===== config.mk =====
export PLATFORM = sky130hd
export DESIGN_NAME = riscv_core
export DESIGN_NICKNAME = d
export VERILOG_FILES = /design/src/riscv_pkg.sv /design/src/riscv_fetch.sv /design/src/riscv_regfile.sv /design/src/riscv_decode.sv /design/src/riscv_execute.sv /design/src/riscv_memwb.sv /design/src/riscv_hazard.sv /design/src/riscv_core.sv
export SDC_FILE = /design/constraint.sdc
export NUM_CORES = 2
export LEC_CHECK = 0
export BUFFER_PORTS_ARGS = -buffer_cell sky130_fd_sc_hd__buf_2
export CAP_MARGIN = 20
export CORE_MARGIN = 1.5
export CORE_UTILIZATION = 25
export CTS_BUF_LIST = sky130_fd_sc_hd__clkbuf_16
export CTS_CLUSTER_DIAMETER = 80
export DETAILED_ROUTE_END_ITERATION = 8
export REMOVE_ABC_BUFFERS = 1
export SLEW_MARGIN = 20
export SYNTH_ARGS = -nofsm -noshare
export SYNTH_HDL_FRONTEND = slang
export SYNTH_HIERARCHICAL = 1
export SYNTH_SLANG_ARGS = --single-unit

===== constraint.sdc =====
create_clock -name i_riscv_core_clk -period 9.8 [get_ports i_riscv_core_clk]
set_input_delay 0.49 -clock i_riscv_core_clk [delete_from_list [all_inputs] [get_ports i_riscv_core_clk]]
set_output_delay 0.49 -clock i_riscv_core_clk [all_outputs]
set_load 0.005 [all_outputs]

===== src/riscv_pkg.sv =====
package riscv_pkg;

  parameter int INST_W     = 32;
  parameter int REG_ADDR_W = 5;

  typedef logic [REG_ADDR_W-1:0] reg_addr_t;
  typedef logic [INST_W-1:0]     inst_t;

  //////////////////////////////
  // major opcodes of the subset
  typedef enum logic [6:0] {
    OP     = 7'b0110011,  // reg-reg alu
    OP_IMM = 7'b0010011,  // addi
    LUI    = 7'b0110111,
    LOAD   = 7'b0000011,  // full-width load
    STORE  = 7'b0100011,  // full-width store
    BRANCH = 7'b1100011,  // beq and bne
    JAL    = 7'b1101111
  } opcode_e;

  typedef enum logic [2:0] {
    ALU_ADD   = 3'd0,
    ALU_SUB   = 3'd1,
    ALU_AND   = 3'd2,
    ALU_OR    = 3'd3,
    ALU_XOR   = 3'd4,
    ALU_SLT   = 3'd5,
    ALU_PASSB = 3'd6   // operand b straight through, used by lui
  } alu_op_e;

  typedef enum logic [1:0] {
    RES_ALU = 2'd0,
    RES_MEM = 2'd1,
    RES_PC4 = 2'd2   // link value for jal
  } result_src_e;

  typedef enum logic [1:0] {
    FWD_REG = 2'd0,  // value read in decode
    FWD_MEM = 2'd1,
    FWD_WB  = 2'd2
  } fwd_sel_e;

  parameter int unsigned RESET_PC_DEFAULT = 0;

endpackage


===== src/riscv_fetch.sv =====
`timescale 1ns/10ps

module riscv_fetch #(
  parameter int              XLEN     = 64,
  parameter logic [XLEN-1:0] RESET_PC = XLEN'(riscv_pkg::RESET_PC_DEFAULT)
) (
  input  logic             i_riscv_fetch_clk,
  input  logic             i_rst_n,
  input  logic             i_stall,
  input  logic             i_flush,
  input  logic             i_redirect,
  input  logic [XLEN-1:0]  i_redirect_pc,
  input  riscv_pkg::inst_t i_inst,
  output logic [XLEN-1:0]  o_pc,
  output logic [XLEN-1:0]  o_pc_d,
  output riscv_pkg::inst_t o_inst_d
);

  logic [XLEN-1:0] pc_next;

  always_comb begin
    if (i_redirect) begin
      pc_next = i_redirect_pc;  // branch or jal from execute
    end else if (i_stall) begin
      pc_next = o_pc;           // load-use hold
    end else begin
      pc_next = o_pc + XLEN'(4);
    end
  end

  always_ff @(posedge i_riscv_fetch_clk) begin
    if (!i_rst_n) begin
      o_pc <= RESET_PC;
    end else begin
      o_pc <= pc_next;
    end
  end

  //////////////////////////////
  // fetch/decode register
  always_ff @(posedge i_riscv_fetch_clk) begin
    if (!i_rst_n || i_flush) begin
      o_inst_d <= '0;  // all-zero word decodes as a bubble
    end else if (!i_stall) begin
      o_inst_d <= i_inst;
    end
  end

  always_ff @(posedge i_riscv_fetch_clk) begin
    if (!i_stall) begin
      o_pc_d <= o_pc;
    end
  end

  a_pc_aligned : assert property (@(posedge i_riscv_fetch_clk) disable iff (!i_rst_n)
    o_pc[1:0] == 2'b00);

endmodule


===== src/riscv_regfile.sv =====
`timescale 1ns/10ps

module riscv_regfile #(
  parameter int XLEN = 64
) (
  input  logic                 i_riscv_regfile_clk,
  input  riscv_pkg::reg_addr_t i_rs1,
  input  riscv_pkg::reg_addr_t i_rs2,
  input  logic                 i_we,
  input  riscv_pkg::reg_addr_t i_rd,
  input  logic [XLEN-1:0]      i_wdata,
  output logic [XLEN-1:0]      o_rs1_data,
  output logic [XLEN-1:0]      o_rs2_data
);

  logic [XLEN-1:0] regs [1:31];  // x0 has no storage
  logic            wr_en;

  assign wr_en = i_we && (i_rd != '0);

  always_ff @(posedge i_riscv_regfile_clk) begin
    if (wr_en) begin
      regs[i_rd] <= i_wdata;
    end
  end

  // writeback value bypasses the array in the same cycle
  assign o_rs1_data = (i_rs1 == '0)                 ? '0      :
                      (wr_en && (i_rd == i_rs1))    ? i_wdata : regs[i_rs1];
  assign o_rs2_data = (i_rs2 == '0)                 ? '0      :
                      (wr_en && (i_rd == i_rs2))    ? i_wdata : regs[i_rs2];

endmodule


===== src/riscv_decode.sv =====
`timescale 1ns/10ps

module riscv_decode #(
  parameter int XLEN = 64
) (
  input  logic                   i_riscv_decode_clk,
  input  logic                   i_rst_n,
  input  logic                   i_flush,
  input  riscv_pkg::inst_t       i_inst,
  input  logic [XLEN-1:0]        i_pc,
  input  logic                   i_wb_we,
  input  riscv_pkg::reg_addr_t   i_wb_rd,
  input  logic [XLEN-1:0]        i_wb_data,
  output riscv_pkg::reg_addr_t   o_rs1_d,
  output riscv_pkg::reg_addr_t   o_rs2_d,
  output logic [XLEN-1:0]        o_pc_e,
  output logic [XLEN-1:0]        o_rs1_data_e,
  output logic [XLEN-1:0]        o_rs2_data_e,
  output logic [XLEN-1:0]        o_imm_e,
  output riscv_pkg::reg_addr_t   o_rs1_e,
  output riscv_pkg::reg_addr_t   o_rs2_e,
  output riscv_pkg::reg_addr_t   o_rd_e,
  output riscv_pkg::alu_op_e     o_alu_op_e,
  output logic                   o_use_imm_e,
  output logic                   o_reg_we_e,
  output logic                   o_mem_we_e,
  output logic                   o_mem_re_e,
  output logic                   o_branch_e,
  output logic                   o_branch_ne_e,
  output logic                   o_jump_e,
  output riscv_pkg::result_src_e o_result_src_e
);

  riscv_pkg::opcode_e     opcode;
  riscv_pkg::alu_op_e     alu_op;
  riscv_pkg::result_src_e result_src;
  logic [2:0]             funct3;
  logic [XLEN-1:0]        imm;
  logic [XLEN-1:0]        rs1_data;
  logic [XLEN-1:0]        rs2_data;
  logic                   use_imm;
  logic                   reg_we;
  logic                   mem_we;
  logic                   mem_re;
  logic                   branch;
  logic                   branch_ne;
  logic                   jump;

  assign opcode  = riscv_pkg::opcode_e'(i_inst[6:0]);
  assign funct3  = i_inst[14:12];
  assign o_rs1_d = i_inst[19:15];
  assign o_rs2_d = i_inst[24:20];

  riscv_regfile #(.XLEN(XLEN)) u_riscv_regfile (
    .i_riscv_regfile_clk (i_riscv_decode_clk),
    .i_rs1               (o_rs1_d),
    .i_rs2               (o_rs2_d),
    .i_we                (i_wb_we),
    .i_rd                (i_wb_rd),
    .i_wdata             (i_wb_data),
    .o_rs1_data          (rs1_data),
    .o_rs2_data          (rs2_data)
  );

  //////////////////////////////
  // control and immediate
  always_comb begin
    alu_op     = riscv_pkg::ALU_ADD;
    result_src = riscv_pkg::RES_ALU;
    imm        = {{(XLEN-12){i_inst[31]}}, i_inst[31:20]};  // i-type
    use_imm    = 1'b0;
    reg_we     = 1'b0;
    mem_we     = 1'b0;
    mem_re     = 1'b0;
    branch     = 1'b0;
    branch_ne  = 1'b0;
    jump       = 1'b0;
    case (opcode)
      riscv_pkg::OP: begin
        reg_we = 1'b1;
        case (funct3)
          3'b000:  alu_op = i_inst[30] ? riscv_pkg::ALU_SUB : riscv_pkg::ALU_ADD;
          3'b010:  alu_op = riscv_pkg::ALU_SLT;
          3'b100:  alu_op = riscv_pkg::ALU_XOR;
          3'b110:  alu_op = riscv_pkg::ALU_OR;
          3'b111:  alu_op = riscv_pkg::ALU_AND;
          default: alu_op = riscv_pkg::ALU_ADD;
        endcase
      end
      riscv_pkg::OP_IMM: begin
        reg_we  = 1'b1;  // addi only
        use_imm = 1'b1;
      end
      riscv_pkg::LUI: begin
        reg_we  = 1'b1;
        use_imm = 1'b1;
        alu_op  = riscv_pkg::ALU_PASSB;
        imm     = {{(XLEN-32){i_inst[31]}}, i_inst[31:12], 12'b0};
      end
      riscv_pkg::LOAD: begin
        reg_we     = 1'b1;
        use_imm    = 1'b1;
        mem_re     = 1'b1;
        result_src = riscv_pkg::RES_MEM;
      end
      riscv_pkg::STORE: begin
        use_imm = 1'b1;
        mem_we  = 1'b1;
        imm     = {{(XLEN-12){i_inst[31]}}, i_inst[31:25], i_inst[11:7]};
      end
      riscv_pkg::BRANCH: begin
        branch    = 1'b1;
        branch_ne = funct3[0];  // 000 beq, 001 bne
        imm       = {{(XLEN-13){i_inst[31]}}, i_inst[31], i_inst[7], i_inst[30:25],
                     i_inst[11:8], 1'b0};
      end
      riscv_pkg::JAL: begin
        jump       = 1'b1;
        reg_we     = 1'b1;
        result_src = riscv_pkg::RES_PC4;
        imm        = {{(XLEN-21){i_inst[31]}}, i_inst[31], i_inst[19:12], i_inst[20],
                      i_inst[30:21], 1'b0};
      end
      default: ;  // unknown word stays a bubble
    endcase
  end

  //////////////////////////////
  // decode/execute register
  always_ff @(posedge i_riscv_decode_clk) begin
    if (!i_rst_n || i_flush) begin
      o_rd_e     <= '0;
      o_reg_we_e <= 1'b0;
      o_mem_we_e <= 1'b0;
      o_mem_re_e <= 1'b0;
      o_branch_e <= 1'b0;
      o_jump_e   <= 1'b0;
    end else begin
      o_rd_e     <= i_inst[11:7];
      o_reg_we_e <= reg_we;
      o_mem_we_e <= mem_we;
      o_mem_re_e <= mem_re;
      o_branch_e <= branch;
      o_jump_e   <= jump;
    end
  end

  always_ff @(posedge i_riscv_decode_clk) begin
    o_pc_e         <= i_pc;
    o_rs1_data_e   <= rs1_data;
    o_rs2_data_e   <= rs2_data;
    o_imm_e        <= imm;
    o_rs1_e        <= o_rs1_d;
    o_rs2_e        <= o_rs2_d;
    o_alu_op_e     <= alu_op;
    o_use_imm_e    <= use_imm;
    o_branch_ne_e  <= branch_ne;
    o_result_src_e <= result_src;
  end

endmodule


===== src/riscv_execute.sv =====
`timescale 1ns/10ps

module riscv_execute #(
  parameter int XLEN = 64
) (
  input  logic                   i_riscv_execute_clk,
  input  logic                   i_rst_n,
  input  logic [XLEN-1:0]        i_pc,
  input  logic [XLEN-1:0]        i_rs1_data,
  input  logic [XLEN-1:0]        i_rs2_data,
  input  logic [XLEN-1:0]        i_imm,
  input  riscv_pkg::reg_addr_t   i_rd,
  input  riscv_pkg::alu_op_e     i_alu_op,
  input  logic                   i_use_imm,
  input  logic                   i_reg_we,
  input  logic                   i_mem_we,
  input  logic                   i_mem_re,
  input  logic                   i_branch,
  input  logic                   i_branch_ne,
  input  logic                   i_jump,
  input  riscv_pkg::result_src_e i_result_src,
  input  riscv_pkg::fwd_sel_e    i_fwd_a,
  input  riscv_pkg::fwd_sel_e    i_fwd_b,
  input  logic [XLEN-1:0]        i_result_m,
  input  logic [XLEN-1:0]        i_wb_data,
  output logic                   o_redirect,
  output logic [XLEN-1:0]        o_redirect_pc,
  output riscv_pkg::reg_addr_t   o_rd_m,
  output logic                   o_reg_we_m,
  output logic                   o_mem_re_m,
  output logic                   o_mem_we_m,
  output logic [XLEN-1:0]        o_result_m,
  output logic [XLEN-1:0]        o_store_data_m,
  output logic [XLEN-1:0]        o_pc4_m,
  output riscv_pkg::result_src_e o_result_src_m
);

  logic [XLEN-1:0] op_a;
  logic [XLEN-1:0] rs2_fwd;
  logic [XLEN-1:0] op_b;
  logic [XLEN-1:0] alu_res;
  logic            taken;

  function automatic logic [XLEN-1:0] fwd_mux(input riscv_pkg::fwd_sel_e sel,
                                              input logic [XLEN-1:0] reg_val,
                                              input logic [XLEN-1:0] mem_val,
                                              input logic [XLEN-1:0] wb_val);
    case (sel)
      riscv_pkg::FWD_MEM: return mem_val;
      riscv_pkg::FWD_WB:  return wb_val;
      default:            return reg_val;
    endcase
  endfunction

  assign op_a    = fwd_mux(i_fwd_a, i_rs1_data, i_result_m, i_wb_data);
  assign rs2_fwd = fwd_mux(i_fwd_b, i_rs2_data, i_result_m, i_wb_data);  // also store data
  assign op_b    = i_use_imm ? i_imm : rs2_fwd;

  always_comb begin
    case (i_alu_op)
      riscv_pkg::ALU_ADD:   alu_res = op_a + op_b;
      riscv_pkg::ALU_SUB:   alu_res = op_a - op_b;
      riscv_pkg::ALU_AND:   alu_res = op_a & op_b;
      riscv_pkg::ALU_OR:    alu_res = op_a | op_b;
      riscv_pkg::ALU_XOR:   alu_res = op_a ^ op_b;
      riscv_pkg::ALU_SLT:   alu_res = {{(XLEN-1){1'b0}}, $signed(op_a) < $signed(op_b)};
      riscv_pkg::ALU_PASSB: alu_res = op_b;
      default:              alu_res = '0;
    endcase
  end

  // bne flips the equality test
  assign taken         = i_branch && ((op_a == rs2_fwd) != i_branch_ne);
  assign o_redirect    = taken || i_jump;
  assign o_redirect_pc = i_pc + i_imm;

  //////////////////////////////
  // execute/memory register
  always_ff @(posedge i_riscv_execute_clk) begin
    if (!i_rst_n) begin
      o_reg_we_m <= 1'b0;
      o_mem_re_m <= 1'b0;
      o_mem_we_m <= 1'b0;
    end else begin
      o_reg_we_m <= i_reg_we;
      o_mem_re_m <= i_mem_re;
      o_mem_we_m <= i_mem_we;
    end
  end

  always_ff @(posedge i_riscv_execute_clk) begin
    o_rd_m         <= i_rd;
    o_result_m     <= alu_res;
    o_store_data_m <= rs2_fwd;
    o_pc4_m        <= i_pc + XLEN'(4);
    o_result_src_m <= i_result_src;
  end

endmodule


===== src/riscv_memwb.sv =====
`timescale 1ns/10ps

module riscv_memwb #(
  parameter int XLEN = 64
) (
  input  logic                   i_riscv_memwb_clk,
  input  logic                   i_rst_n,
  input  riscv_pkg::reg_addr_t   i_rd_m,
  input  logic                   i_reg_we_m,
  input  logic                   i_mem_re_m,
  input  logic                   i_mem_we_m,
  input  logic [XLEN-1:0]        i_result_m,
  input  logic [XLEN-1:0]        i_store_data_m,
  input  logic [XLEN-1:0]        i_pc4_m,
  input  riscv_pkg::result_src_e i_result_src_m,
  input  logic [XLEN-1:0]        i_mem_rdata,
  output logic [XLEN-1:0]        o_mem_addr,
  output logic [XLEN-1:0]        o_mem_wdata,
  output logic                   o_mem_we,
  output logic                   o_mem_re,
  output logic                   o_wb_we,
  output riscv_pkg::reg_addr_t   o_wb_rd,
  output logic [XLEN-1:0]        o_wb_data
);

  riscv_pkg::result_src_e result_src_w;
  logic [XLEN-1:0]        result_w;
  logic [XLEN-1:0]        load_w;
  logic [XLEN-1:0]        pc4_w;

  // data port straight from the memory stage, single-cycle strobe
  assign o_mem_addr  = i_result_m;
  assign o_mem_wdata = i_store_data_m;
  assign o_mem_we    = i_mem_we_m;
  assign o_mem_re    = i_mem_re_m;

  always_ff @(posedge i_riscv_memwb_clk) begin
    if (!i_rst_n) begin
      o_wb_we <= 1'b0;
    end else begin
      o_wb_we <= i_reg_we_m;
    end
  end

  always_ff @(posedge i_riscv_memwb_clk) begin
    o_wb_rd      <= i_rd_m;
    result_w     <= i_result_m;
    load_w       <= i_mem_rdata;  // full width, no extension
    pc4_w        <= i_pc4_m;
    result_src_w <= i_result_src_m;
  end

  always_comb begin
    case (result_src_w)
      riscv_pkg::RES_MEM: o_wb_data = load_w;
      riscv_pkg::RES_PC4: o_wb_data = pc4_w;
      default:            o_wb_data = result_w;
    endcase
  end

endmodule


===== src/riscv_hazard.sv =====
`timescale 1ns/10ps

module riscv_hazard (
  input  riscv_pkg::reg_addr_t i_rs1_d,
  input  riscv_pkg::reg_addr_t i_rs2_d,
  input  riscv_pkg::reg_addr_t i_rs1_e,
  input  riscv_pkg::reg_addr_t i_rs2_e,
  input  riscv_pkg::reg_addr_t i_rd_e,
  input  riscv_pkg::reg_addr_t i_rd_m,
  input  riscv_pkg::reg_addr_t i_rd_w,
  input  logic                 i_mem_re_e,
  input  logic                 i_reg_we_m,
  input  logic                 i_reg_we_w,
  input  logic                 i_redirect,
  output riscv_pkg::fwd_sel_e  o_fwd_a,
  output riscv_pkg::fwd_sel_e  o_fwd_b,
  output logic                 o_stall,
  output logic                 o_flush_fd,
  output logic                 o_flush_de
);

  // youngest producer wins
  function automatic riscv_pkg::fwd_sel_e fwd_pick(input riscv_pkg::reg_addr_t rs,
                                                   input riscv_pkg::reg_addr_t rd_m,
                                                   input logic                 we_m,
                                                   input riscv_pkg::reg_addr_t rd_w,
                                                   input logic                 we_w);
    if (rs == '0) begin
      return riscv_pkg::FWD_REG;
    end else if (we_m && (rd_m == rs)) begin
      return riscv_pkg::FWD_MEM;
    end else if (we_w && (rd_w == rs)) begin
      return riscv_pkg::FWD_WB;
    end
    return riscv_pkg::FWD_REG;
  endfunction

  assign o_fwd_a = fwd_pick(i_rs1_e, i_rd_m, i_reg_we_m, i_rd_w, i_reg_we_w);
  assign o_fwd_b = fwd_pick(i_rs2_e, i_rd_m, i_reg_we_m, i_rd_w, i_reg_we_w);

  // load in execute feeding the instruction in decode
  assign o_stall    = i_mem_re_e && (i_rd_e != '0) &&
                      ((i_rd_e == i_rs1_d) || (i_rd_e == i_rs2_d));
  assign o_flush_de = o_stall || i_redirect;  // bubble into execute
  assign o_flush_fd = i_redirect;

  always_comb begin
    a_no_stall_on_redirect : assert #0 (!(o_stall && i_redirect));
  end

endmodule


===== src/riscv_core.sv =====
`timescale 1ns/10ps

module riscv_core #(
  parameter int              XLEN     = 64,
  parameter logic [XLEN-1:0] RESET_PC = XLEN'(riscv_pkg::RESET_PC_DEFAULT)
) (
  input  logic             i_riscv_core_clk,
  input  logic             i_rst_n,
  input  riscv_pkg::inst_t i_riscv_core_inst,
  output logic [XLEN-1:0]  o_riscv_core_pc,
  input  logic [XLEN-1:0]  i_riscv_core_mem_rdata,
  output logic [XLEN-1:0]  o_riscv_core_mem_addr,
  output logic [XLEN-1:0]  o_riscv_core_mem_wdata,
  output logic             o_riscv_core_mem_we,
  output logic             o_riscv_core_mem_re
);

  //////////////////////////////
  // fetch and decode
  riscv_pkg::inst_t       inst_d;
  logic [XLEN-1:0]        pc_d;
  riscv_pkg::reg_addr_t   rs1_d;
  riscv_pkg::reg_addr_t   rs2_d;
  logic                   stall;
  logic                   flush_fd;
  logic                   flush_de;
  //////////////////////////////
  // execute
  logic [XLEN-1:0]        pc_e;
  logic [XLEN-1:0]        rs1_data_e;
  logic [XLEN-1:0]        rs2_data_e;
  logic [XLEN-1:0]        imm_e;
  riscv_pkg::reg_addr_t   rs1_e;
  riscv_pkg::reg_addr_t   rs2_e;
  riscv_pkg::reg_addr_t   rd_e;
  riscv_pkg::alu_op_e     alu_op_e;
  riscv_pkg::result_src_e result_src_e;
  riscv_pkg::fwd_sel_e    fwd_a;
  riscv_pkg::fwd_sel_e    fwd_b;
  logic                   use_imm_e;
  logic                   reg_we_e;
  logic                   mem_we_e;
  logic                   mem_re_e;
  logic                   branch_e;
  logic                   branch_ne_e;
  logic                   jump_e;
  logic                   redirect;
  logic [XLEN-1:0]        redirect_pc;
  //////////////////////////////
  // memory and writeback
  riscv_pkg::reg_addr_t   rd_m;
  riscv_pkg::result_src_e result_src_m;
  logic                   reg_we_m;
  logic                   mem_re_m;
  logic                   mem_we_m;
  logic [XLEN-1:0]        result_m;
  logic [XLEN-1:0]        store_data_m;
  logic [XLEN-1:0]        pc4_m;
  riscv_pkg::reg_addr_t   wb_rd;
  logic                   wb_we;
  logic [XLEN-1:0]        wb_data;

  riscv_fetch #(.XLEN(XLEN), .RESET_PC(RESET_PC)) u_riscv_fetch (
    .i_riscv_fetch_clk (i_riscv_core_clk),
    .i_rst_n           (i_rst_n),
    .i_stall           (stall),
    .i_flush           (flush_fd),
    .i_redirect        (redirect),
    .i_redirect_pc     (redirect_pc),
    .i_inst            (i_riscv_core_inst),
    .o_pc              (o_riscv_core_pc),
    .o_pc_d            (pc_d),
    .o_inst_d          (inst_d)
  );

  riscv_decode #(.XLEN(XLEN)) u_riscv_decode (
    .i_riscv_decode_clk (i_riscv_core_clk),
    .i_rst_n            (i_rst_n),
    .i_flush            (flush_de),
    .i_inst             (inst_d),
    .i_pc               (pc_d),
    .i_wb_we            (wb_we),
    .i_wb_rd            (wb_rd),
    .i_wb_data          (wb_data),
    .o_rs1_d            (rs1_d),
    .o_rs2_d            (rs2_d),
    .o_pc_e             (pc_e),
    .o_rs1_data_e       (rs1_data_e),
    .o_rs2_data_e       (rs2_data_e),
    .o_imm_e            (imm_e),
    .o_rs1_e            (rs1_e),
    .o_rs2_e            (rs2_e),
    .o_rd_e             (rd_e),
    .o_alu_op_e         (alu_op_e),
    .o_use_imm_e        (use_imm_e),
    .o_reg_we_e         (reg_we_e),
    .o_mem_we_e         (mem_we_e),
    .o_mem_re_e         (mem_re_e),
    .o_branch_e         (branch_e),
    .o_branch_ne_e      (branch_ne_e),
    .o_jump_e           (jump_e),
    .o_result_src_e     (result_src_e)
  );

  riscv_execute #(.XLEN(XLEN)) u_riscv_execute (
    .i_riscv_execute_clk (i_riscv_core_clk),
    .i_rst_n             (i_rst_n),
    .i_pc                (pc_e),
    .i_rs1_data          (rs1_data_e),
    .i_rs2_data          (rs2_data_e),
    .i_imm               (imm_e),
    .i_rd                (rd_e),
    .i_alu_op            (alu_op_e),
    .i_use_imm           (use_imm_e),
    .i_reg_we            (reg_we_e),
    .i_mem_we            (mem_we_e),
    .i_mem_re            (mem_re_e),
    .i_branch            (branch_e),
    .i_branch_ne         (branch_ne_e),
    .i_jump              (jump_e),
    .i_result_src        (result_src_e),
    .i_fwd_a             (fwd_a),
    .i_fwd_b             (fwd_b),
    .i_result_m          (o_riscv_core_mem_addr),  // memory-stage alu result
    .i_wb_data           (wb_data),
    .o_redirect          (redirect),
    .o_redirect_pc       (redirect_pc),
    .o_rd_m              (rd_m),
    .o_reg_we_m          (reg_we_m),
    .o_mem_re_m          (mem_re_m),
    .o_mem_we_m          (mem_we_m),
    .o_result_m          (result_m),
    .o_store_data_m      (store_data_m),
    .o_pc4_m             (pc4_m),
    .o_result_src_m      (result_src_m)
  );

  riscv_memwb #(.XLEN(XLEN)) u_riscv_memwb (
    .i_riscv_memwb_clk (i_riscv_core_clk),
    .i_rst_n           (i_rst_n),
    .i_rd_m            (rd_m),
    .i_reg_we_m        (reg_we_m),
    .i_mem_re_m        (mem_re_m),
    .i_mem_we_m        (mem_we_m),
    .i_result_m        (result_m),
    .i_store_data_m    (store_data_m),
    .i_pc4_m           (pc4_m),
    .i_result_src_m    (result_src_m),
    .i_mem_rdata       (i_riscv_core_mem_rdata),
    .o_mem_addr        (o_riscv_core_mem_addr),
    .o_mem_wdata       (o_riscv_core_mem_wdata),
    .o_mem_we          (o_riscv_core_mem_we),
    .o_mem_re          (o_riscv_core_mem_re),
    .o_wb_we           (wb_we),
    .o_wb_rd           (wb_rd),
    .o_wb_data         (wb_data)
  );

  riscv_hazard u_riscv_hazard (
    .i_rs1_d    (rs1_d),
    .i_rs2_d    (rs2_d),
    .i_rs1_e    (rs1_e),
    .i_rs2_e    (rs2_e),
    .i_rd_e     (rd_e),
    .i_rd_m     (rd_m),
    .i_rd_w     (wb_rd),
    .i_mem_re_e (mem_re_e),
    .i_reg_we_m (reg_we_m),
    .i_reg_we_w (wb_we),
    .i_redirect (redirect),
    .o_fwd_a    (fwd_a),
    .o_fwd_b    (fwd_b),
    .o_stall    (stall),
    .o_flush_fd (flush_fd),
    .o_flush_de (flush_de)
  );

endmodule


# Word-level counts from Yosys, hierarchy flattened
# Memories as Yosys holds them, arrays and structs flattened. A register that Yosys moved wholly into a read port is not among the register bits.
# Cells that the tools add are included.
word_totals:
  register_bits: 685
  latchBits: 0
  mem_bits_rw: 1984
  mem_bits_ro: 0
  out_inout_bits: 194
  wordCells: 131
  mem_count: 1
memory_table:
  columns: ["name", "depth", "width", "read_ports", "rd_clocked_by_memory_dff", "write_ports", "line_no", "text"]
  rows:
  - ["u_riscv_decode.u_riscv_regfile.regs", 31, 64, 2, 2, 1, "riscv_regfile.sv:16", "logic [XLEN-1:0] regs [1:31];"]
op_classes:
  add_sub_neg: 5
  n_mul: 0
  div: 0
  n_lt_le_gt_ge: 1
  n_eq_ne: 32
  n_shift: 0
  n_mux: 34
  n_bitwise: 3
  n_reduce_logical: 24
op_table:
  columns: ["cell", "count"]
  rows:
  - ["$pmux W64 S7", 1]
  - ["$pmux W64 S2", 3]
  - ["$mux W64", 3]
  - ["$add A64 B3 Y64 const B", 2]
  - ["$add A64 B64 Y64", 2]
  - ["$pmux W31 S4", 1]
  - ["$and A64 B64 Y64", 1]
  - ["$eq A64 B64 Y1", 1]
  - ["$lt A64 B64 Y1", 1]
  - ["$or A64 B64 Y64", 1]
  - ["$sub A64 B64 Y64", 1]
  - ["$xor A64 B64 Y64", 1]
  - ["$eq A5 B5 Y1", 6]
  - ["$eq A7 B6 Y1 const B", 3]
  - ["$logic_not A5 Y1", 4]
  - ["$eq A3 B3 Y1 const B", 6]
  - ["$mux W2", 8]
  - ["$mux W1", 15]
  - ["$pmux W3 S5", 1]
  - ["$eq A7 B7 Y1 const B", 2]
  - ["$reduce_bool A5 Y1", 2]
  - ["$eq A3 B2 Y1 const B", 3]
  - ["$logic_and A1 B1 Y1", 8]
  - ["$eq A7 B2 Y1 const B", 1]
  - ["13 further kinds", 22]

# Depth between registers and ports, before layout
logic_depth:
  depth_word: 14
  depth_mapped: 28

# Modules after synthesis
# The synthesis kept the hierarchy.
by_module_without_submodules:
  columns: ["mod", "n_inst", "cells_per_inst", "area_per_inst_um2", "seq_area_each_um2"]
  rows:
  - ["riscv_regfile", 1, 5343, 93183.1, 59577.1]
  - ["riscv_execute", 1, 3548, 24574.8, 4043.9]
  - ["riscv_fetch", 1, 624, 6622.6, 3843.7]
  - ["riscv_memwb", 1, 555, 6356.1, 4003.8]
  - ["riscv_decode", 1, 390, 6034.5, 5024.8]
  - ["riscv_hazard", 1, 56, 431.7, 0.0]

# Least setup slack after synthesis
# OpenSTA, ideal clock, no wires.
synth_timing:
  path_type: "register to register"
  from: "register u_riscv_decode.o_rs2_e[1]"
  to: "register u_riscv_execute.o_result_m[48]"
  arrival_time_ns: 5.751
  required_time_ns: 9.678
  slack_ns: 3.927
  path_stages_with_launch: 26
  n_path_buf: 3
  cell_sequence: "dfxtp_1 > or4_4 > nor2_4 > nor2_1 > and4_1 > ha_1 > clkbuf_1 > clkbuf_1 > clkbuf_1 > nor2_1 > a21oi_1 > nor2_1 > a21oi_1 > inv_1 > ha_1 > a211oi_1 > o21bai_1 > a211o_1 > o211a_1 > a221o_1 > a31o_2 > a21o_1 > a21oi_4 > nor2_2 > a211o_1 > a221o_1"
synth_between:
  elab_chain_cells: 11
  elab_cells_between_ends: 21
  cone_classes: "2 x add/sub; 4 x eq/ne; 9 x mux; 3 x bitwise; 3 x reduce/logical"
synth_lines:
  columns: ["element", "line_no", "text"]
  rows:
  - ["start, declared", "riscv_decode.sv:21", "output riscv_pkg::reg_addr_t o_rs2_e,"]
  - ["start signal, assigned", "riscv_decode.sv:154", "o_rs2_e <= o_rs2_d;"]
  - ["$eq A5 B5 Y1", "riscv_hazard.sv:32", "end else if (we_w && (rd_w == rs)) begin"]
  - ["$logic_and A1 B1 Y1", "riscv_hazard.sv:32", null]
  - ["$mux W1", "riscv_hazard.sv:32", null]
  - ["$mux W1", "riscv_hazard.sv:30", "end else if (we_m && (rd_m == rs)) begin"]
  - ["$mux W1", "riscv_hazard.sv:28", "if (rs == '0) begin"]
  - ["$mux W2 *", "riscv_hazard.sv:35", "return riscv_pkg::FWD_REG;"]
  - ["via fwd_b[1]", "riscv_core.sv:39", "riscv_pkg::fwd_sel_e fwd_b;"]
  - ["$eq A2 B2 Y1 or $eq A2 B1 Y1 (tied branches)", "riscv_execute.sv:48", "case (sel)"]
  - ["$pmux W64 S2 *", "riscv_execute.sv:48", null]
  - ["$mux W64 *", "riscv_execute.sv:57", "assign op_b = i_use_imm ? i_imm : rs2_fwd;"]
  - ["$sub A64 B64 Y64, or another cell as far along", "riscv_execute.sv:62", "riscv_pkg::ALU_SUB: alu_res = op_a - op_b;"]
  - ["$pmux W64 S7 *", "riscv_execute.sv:60", "case (i_alu_op)"]
  - ["via u_riscv_execute.alu_res[48]", "riscv_execute.sv:41", "logic [XLEN-1:0] alu_res;"]
  - ["end signal, assigned", "riscv_execute.sv:93", "o_result_m <= alu_res;"]
  - ["end, declared", "riscv_execute.sv:32", "output logic [XLEN-1:0] o_result_m,"]
# Mark *: on every way through the listed nets, which the timed path passes. The rest lies on a longest branch.
# A chain may end at the register's enable or synchronous reset.

# Final worst setup path
layout_timing:
  from: "register u_riscv_decode.o_rs2_e[1]"
  to: "register u_riscv_fetch.o_pc[50]"
layout_between:
  elab_chain_cells: 13
  elab_cells_between_ends: 20
  cone_classes: "7 x eq/ne; 8 x mux; 5 x reduce/logical"
layout_lines:
  columns: ["element", "line_no", "text"]
  rows:
  - ["$eq A5 B5 Y1", "riscv_hazard.sv:32", null]
  - ["$logic_and A1 B1 Y1", "riscv_hazard.sv:32", null]
  - ["$mux W1", "riscv_hazard.sv:32", null]
  - ["$mux W1", "riscv_hazard.sv:30", null]
  - ["$mux W1", "riscv_hazard.sv:28", null]
  - ["$mux W2 *", "riscv_hazard.sv:35", null]
  - ["via fwd_b[1]", "riscv_core.sv:39", null]
  - ["$eq A2 B2 Y1 or $eq A2 B1 Y1 (tied branches)", "riscv_execute.sv:48", null]
  - ["$pmux W64 S2 *", "riscv_execute.sv:48", null]
  - ["$eq A64 B64 Y1 *", "riscv_execute.sv:73", "assign taken = i_branch && ((op_a == rs2_fwd) != i_branch_ne);"]
  - ["$ne A1 B1 Y1 *", "riscv_execute.sv:73", null]
  - ["$logic_and A1 B1 Y1 *", "riscv_execute.sv:73", null]
  - ["$logic_or A1 B1 Y1 *", "riscv_execute.sv:74", "assign o_redirect = taken || i_jump;"]
  - ["via redirect", "riscv_core.sv:47", "logic redirect;"]
  - ["$ne A2 B2 Y1 (no source line) or $mux W64 (tied branches)", null, null]
  - ["end signal, assigned", "riscv_fetch.sv:35", "o_pc <= pc_next;"]
  - ["end, declared", "riscv_fetch.sv:14", "output logic [XLEN-1:0] o_pc,"]
# Marked as above.

==> results.json <==
{
  "status": "completed",
  "start_kind": "flop",
  "dr_total_vias": 98000,
  "grt_remaining_overflow": 0,
  "syn_to_final_growth_pct": 15.31,
  "fmax_mhz": 120.3,
  "die-height_um": 743.8,
  "setup_viol": 0,
  "cts_tree": "done",
  "wl_per_cell_um": 29.94,
  "grt_pass1_vias": 94940,
  "firstDrtPassIters": 6,
  "crit_required_ns": 10.61,
  "hold_path.class": "in2reg",
  "seq_area_frac_synth": 0.5575,
  "port_buffers": 291,
  "crit_type": "reg2reg",
  "rr_worst_depth": 21,
  "ys.flop_type": "edfxtp_1",
  "initial_core_util": 0.2515,
  "viasPerCell": 5.383,
  "crit_path_max_incr_delay_ns": 1.02,
  "maxCapViolCount": 0,
  "arrival_ns": 9.12,
  "tightest_slew_ns": 1.320,
  "post_synth.cell_area_avg_um2": 13.05,
  "ff2ff_setup_slack_ns": 1.49,
  "drc": 0,
  "fin_crit_ns": 8.314,
  "p_leak_nw": 53.08,
  "cp_max_fo": 45,
  "ys_warn_count": 6,
  "cts.clk_slew.worst_paths_ns": 0.06,
  "hold_viol": 0,
  "setup_slack_ns": 1.486,
  "clk_latency_ns": 1.01,
  "finalPower_mw": 32.72,
  "gp_congestion": 0.9946,
  "die_width_um": 743.8,
  "min_path_cells": 2,
  "synth_edf_count": 2048,
  "finalCritPeriodShare": 0.8484,
  "drive_above_1_share": 0.1807,
  "drt-initial-drc-count": 12060,
  "holdWs_ns": 0.1183,
  "cts_max_level": 5,
  "grt_use_total": 0.1885,
  "skew_ns": 0.08655,
  "placed_cells": 17390,
  "coreArea_um2": 545600,
  "grt_pass1_wl_um": 745200,
  "clock_sinks": 2797,
  "cts_buffers": 324,
  "io_pins": 292,
  "worst-path-stages": 21,
  "row_count": 271,
  "grt_max_degree": 119,
  "synth.distinct_cells": 104,
  "crit_family": "simple AND/OR/NAND/NOR gates",
  "critPathCaptureType": "flop",
  "rsz0062_at_grt": "false",
  "crit_slowest_cell": "xnor2_1",
  "mostFrequentLayoutCells": "2048 x edfxtp_1, 741 x mux2i_1, 734 x dfxtp_1",
  "p_per_area_nw_per_um2": 206.8,
  "dp_hpwl_um": 358100,
  "ant_nets": 0,
  "synth-async-reset-ratio": 0,
  "finalNonFillerCells": 18200,
  "slew_headroom": 0.1136,
  "synth_area_um2": 137200,
  "clk_path_buf_depth": 4,
  "wl_um": 545000,
  "cp_common_cell": "buf_4",
  "dp_slack_ns": 1.859,
  "ys_seq_elements": 2797,
  "path_cells": "or4_4, nor2_4, nor2_1, and4_1, inv_1, ha_4, buf_4, a22oi_1, o21a_1, xnor2_1, nand4_1, nor4_1, nand4_1, xnor2_1, a21o_1, buf_4, inv_2, buf_4, and3_1, a21oi_1, o32ai_1",
  "antenna_found_initial": 52,
  "syn_inst": 10520,
  "crit_buf_inv": 5,
  "fp.dieArea_um2": 553300,
  "final_core_util": 0.2900,
  "maxSlewViolCount": 0,
  "cts-root-buf": "clkbuf_16",
  "peakVddDrop_mv": 0.1450,
  "final_common_cell": "edfxtp_1",
  "cts_setup_buffers": 0,
  "nNetsFinal": 10970
}
path summary, 6_finish.rpt:
kind                                                 end                         from
worst max-delay path              u_riscv_fetch/o_pc[50]    u_riscv_decode/o_rs2_e[1]
worst min-delay path            u_riscv_memwb/load_w[26]   i_riscv_core_mem_rdata[26]
worst max register to register    u_riscv_fetch/o_pc[50]    u_riscv_decode/o_rs2_e[1]
worst min register to register   u_riscv_memwb/pc4_w[26]  u_riscv_execute/o_pc4_m[26]
metrics by stage:
stage | TNS [ns] | instance area [µm²]
final | 0 | 158200
after global routing | 0 | 158100
after CTS | 0 | 157800
after detailed placement | 0 | 146300
after global placement | 0 | 146100
after floorplan | -5810.03 | 132600
per-layer routing:
metal  GRT usage  up-vias  part of all wire
li1            -    41030                 -
met1      0.2428    50400              0.39
met2      0.2912     5450              0.45
met3     0.03740     1107             0.097
met4      0.1169       14             0.070
met5   0.0005193        -           0.00023
area by class of cell:
class                   instances  area, µm²
fillers                     54950     387400
flip-flops and latches       2797      76550
multi-input cells            6491      55700
well taps                    7234       9051
clock buffers                 332       8308
repair buffers                657       4888
clock inverters               265       2236
inverters                     307       1165
diodes                        121      302.8
synth_stat cells, types with 71 or more instances:
master    count  area share
o21ai_0     345       0.013
o211ai_1     76      0.0042
mux4_2      640        0.11
a22oi_1     312       0.017
buf_1        85      0.0023
buf_2       190      0.0069
nand3_1     290       0.011
xnor2_1     219       0.014
mux2_2       91      0.0075
dfxtp_1     749        0.11
nor3_1       87      0.0032
nand2_1     572       0.016
a211oi_1    303       0.017
inv_1       304      0.0083
nand4_1      74      0.0034
o21ai_1      71      0.0026
edfxtp_1   2048        0.45
clkbuf_1    420       0.011
buf_4       200       0.011
o22ai_1      85      0.0039
a21oi_1     559       0.020
a221oi_1    102      0.0065
nor2_1      643       0.018
mux2i_1     741       0.054
a21o_1       77      0.0042
ha_1        287       0.026
xor2_1       96      0.0061
registers in the layout, summed over array words and instances (netlist names), 32 cells and up:
name,flops
u_riscv_fetch/o_pc,64
u_riscv_execute/o_store_data_m,64
u_riscv_fetch/o_inst_d,32
u_riscv_decode/o_imm_e,32
u_riscv_execute/o_pc4_m,64
u_riscv_decode/u_riscv_regfile/regs,1984
u_riscv_fetch/o_pc_d,64
u_riscv_decode/o_rs2_data_e,64
u_riscv_execute/o_result_m,64
u_riscv_decode/o_pc_e,64
u_riscv_memwb/result_w,64
u_riscv_memwb/load_w,64
u_riscv_memwb/pc4_w,64
u_riscv_decode/o_rs1_data_e,64
cell families after synthesis:
family / synth area share
buf+inv: 0.04220
compound gates: 0.1222
flops: 0.5575
fa+ha+maj: 0.02661
mux: 0.1672
simple gates: 0.06410
xor+xnor: 0.02011
report_power, final:
| part | leakage [nW] | switching (mW) | internal [mW] |
|---|---|---|---|
| registers | 24.8 | 0.524 | 14.2 |
| clock network | 5.42 | 5.25 | 6.77 |
| logic | 22.8 | 4.30 | 1.68 |
worst reg2reg max path, stage by stage (launching register included):
cell     delay, ns
dfxtp_1       0.34
or4_4         0.56
nor2_4        0.10
nor2_1        0.05
and4_1        0.26
inv_1         0.11
ha_4          0.48
buf_4         0.48
a22oi_1       0.16
o21a_1        0.27
xnor2_1       1.02
nand4_1       0.30
nor4_1        1.00
nand4_1       0.75
xnor2_1       0.38
a21o_1        0.15
buf_4         0.41
inv_2         0.55
buf_4         0.40
and3_1        0.22
a21oi_1       0.12
o32ai_1       0.10
repair_timing:
item                                   in CTS  in global routing
hold buffers                               96                  0
endpoints found under the hold margin      96                  0
gates resized for setup                     0                  0
(Power assumes the default switching activity.)
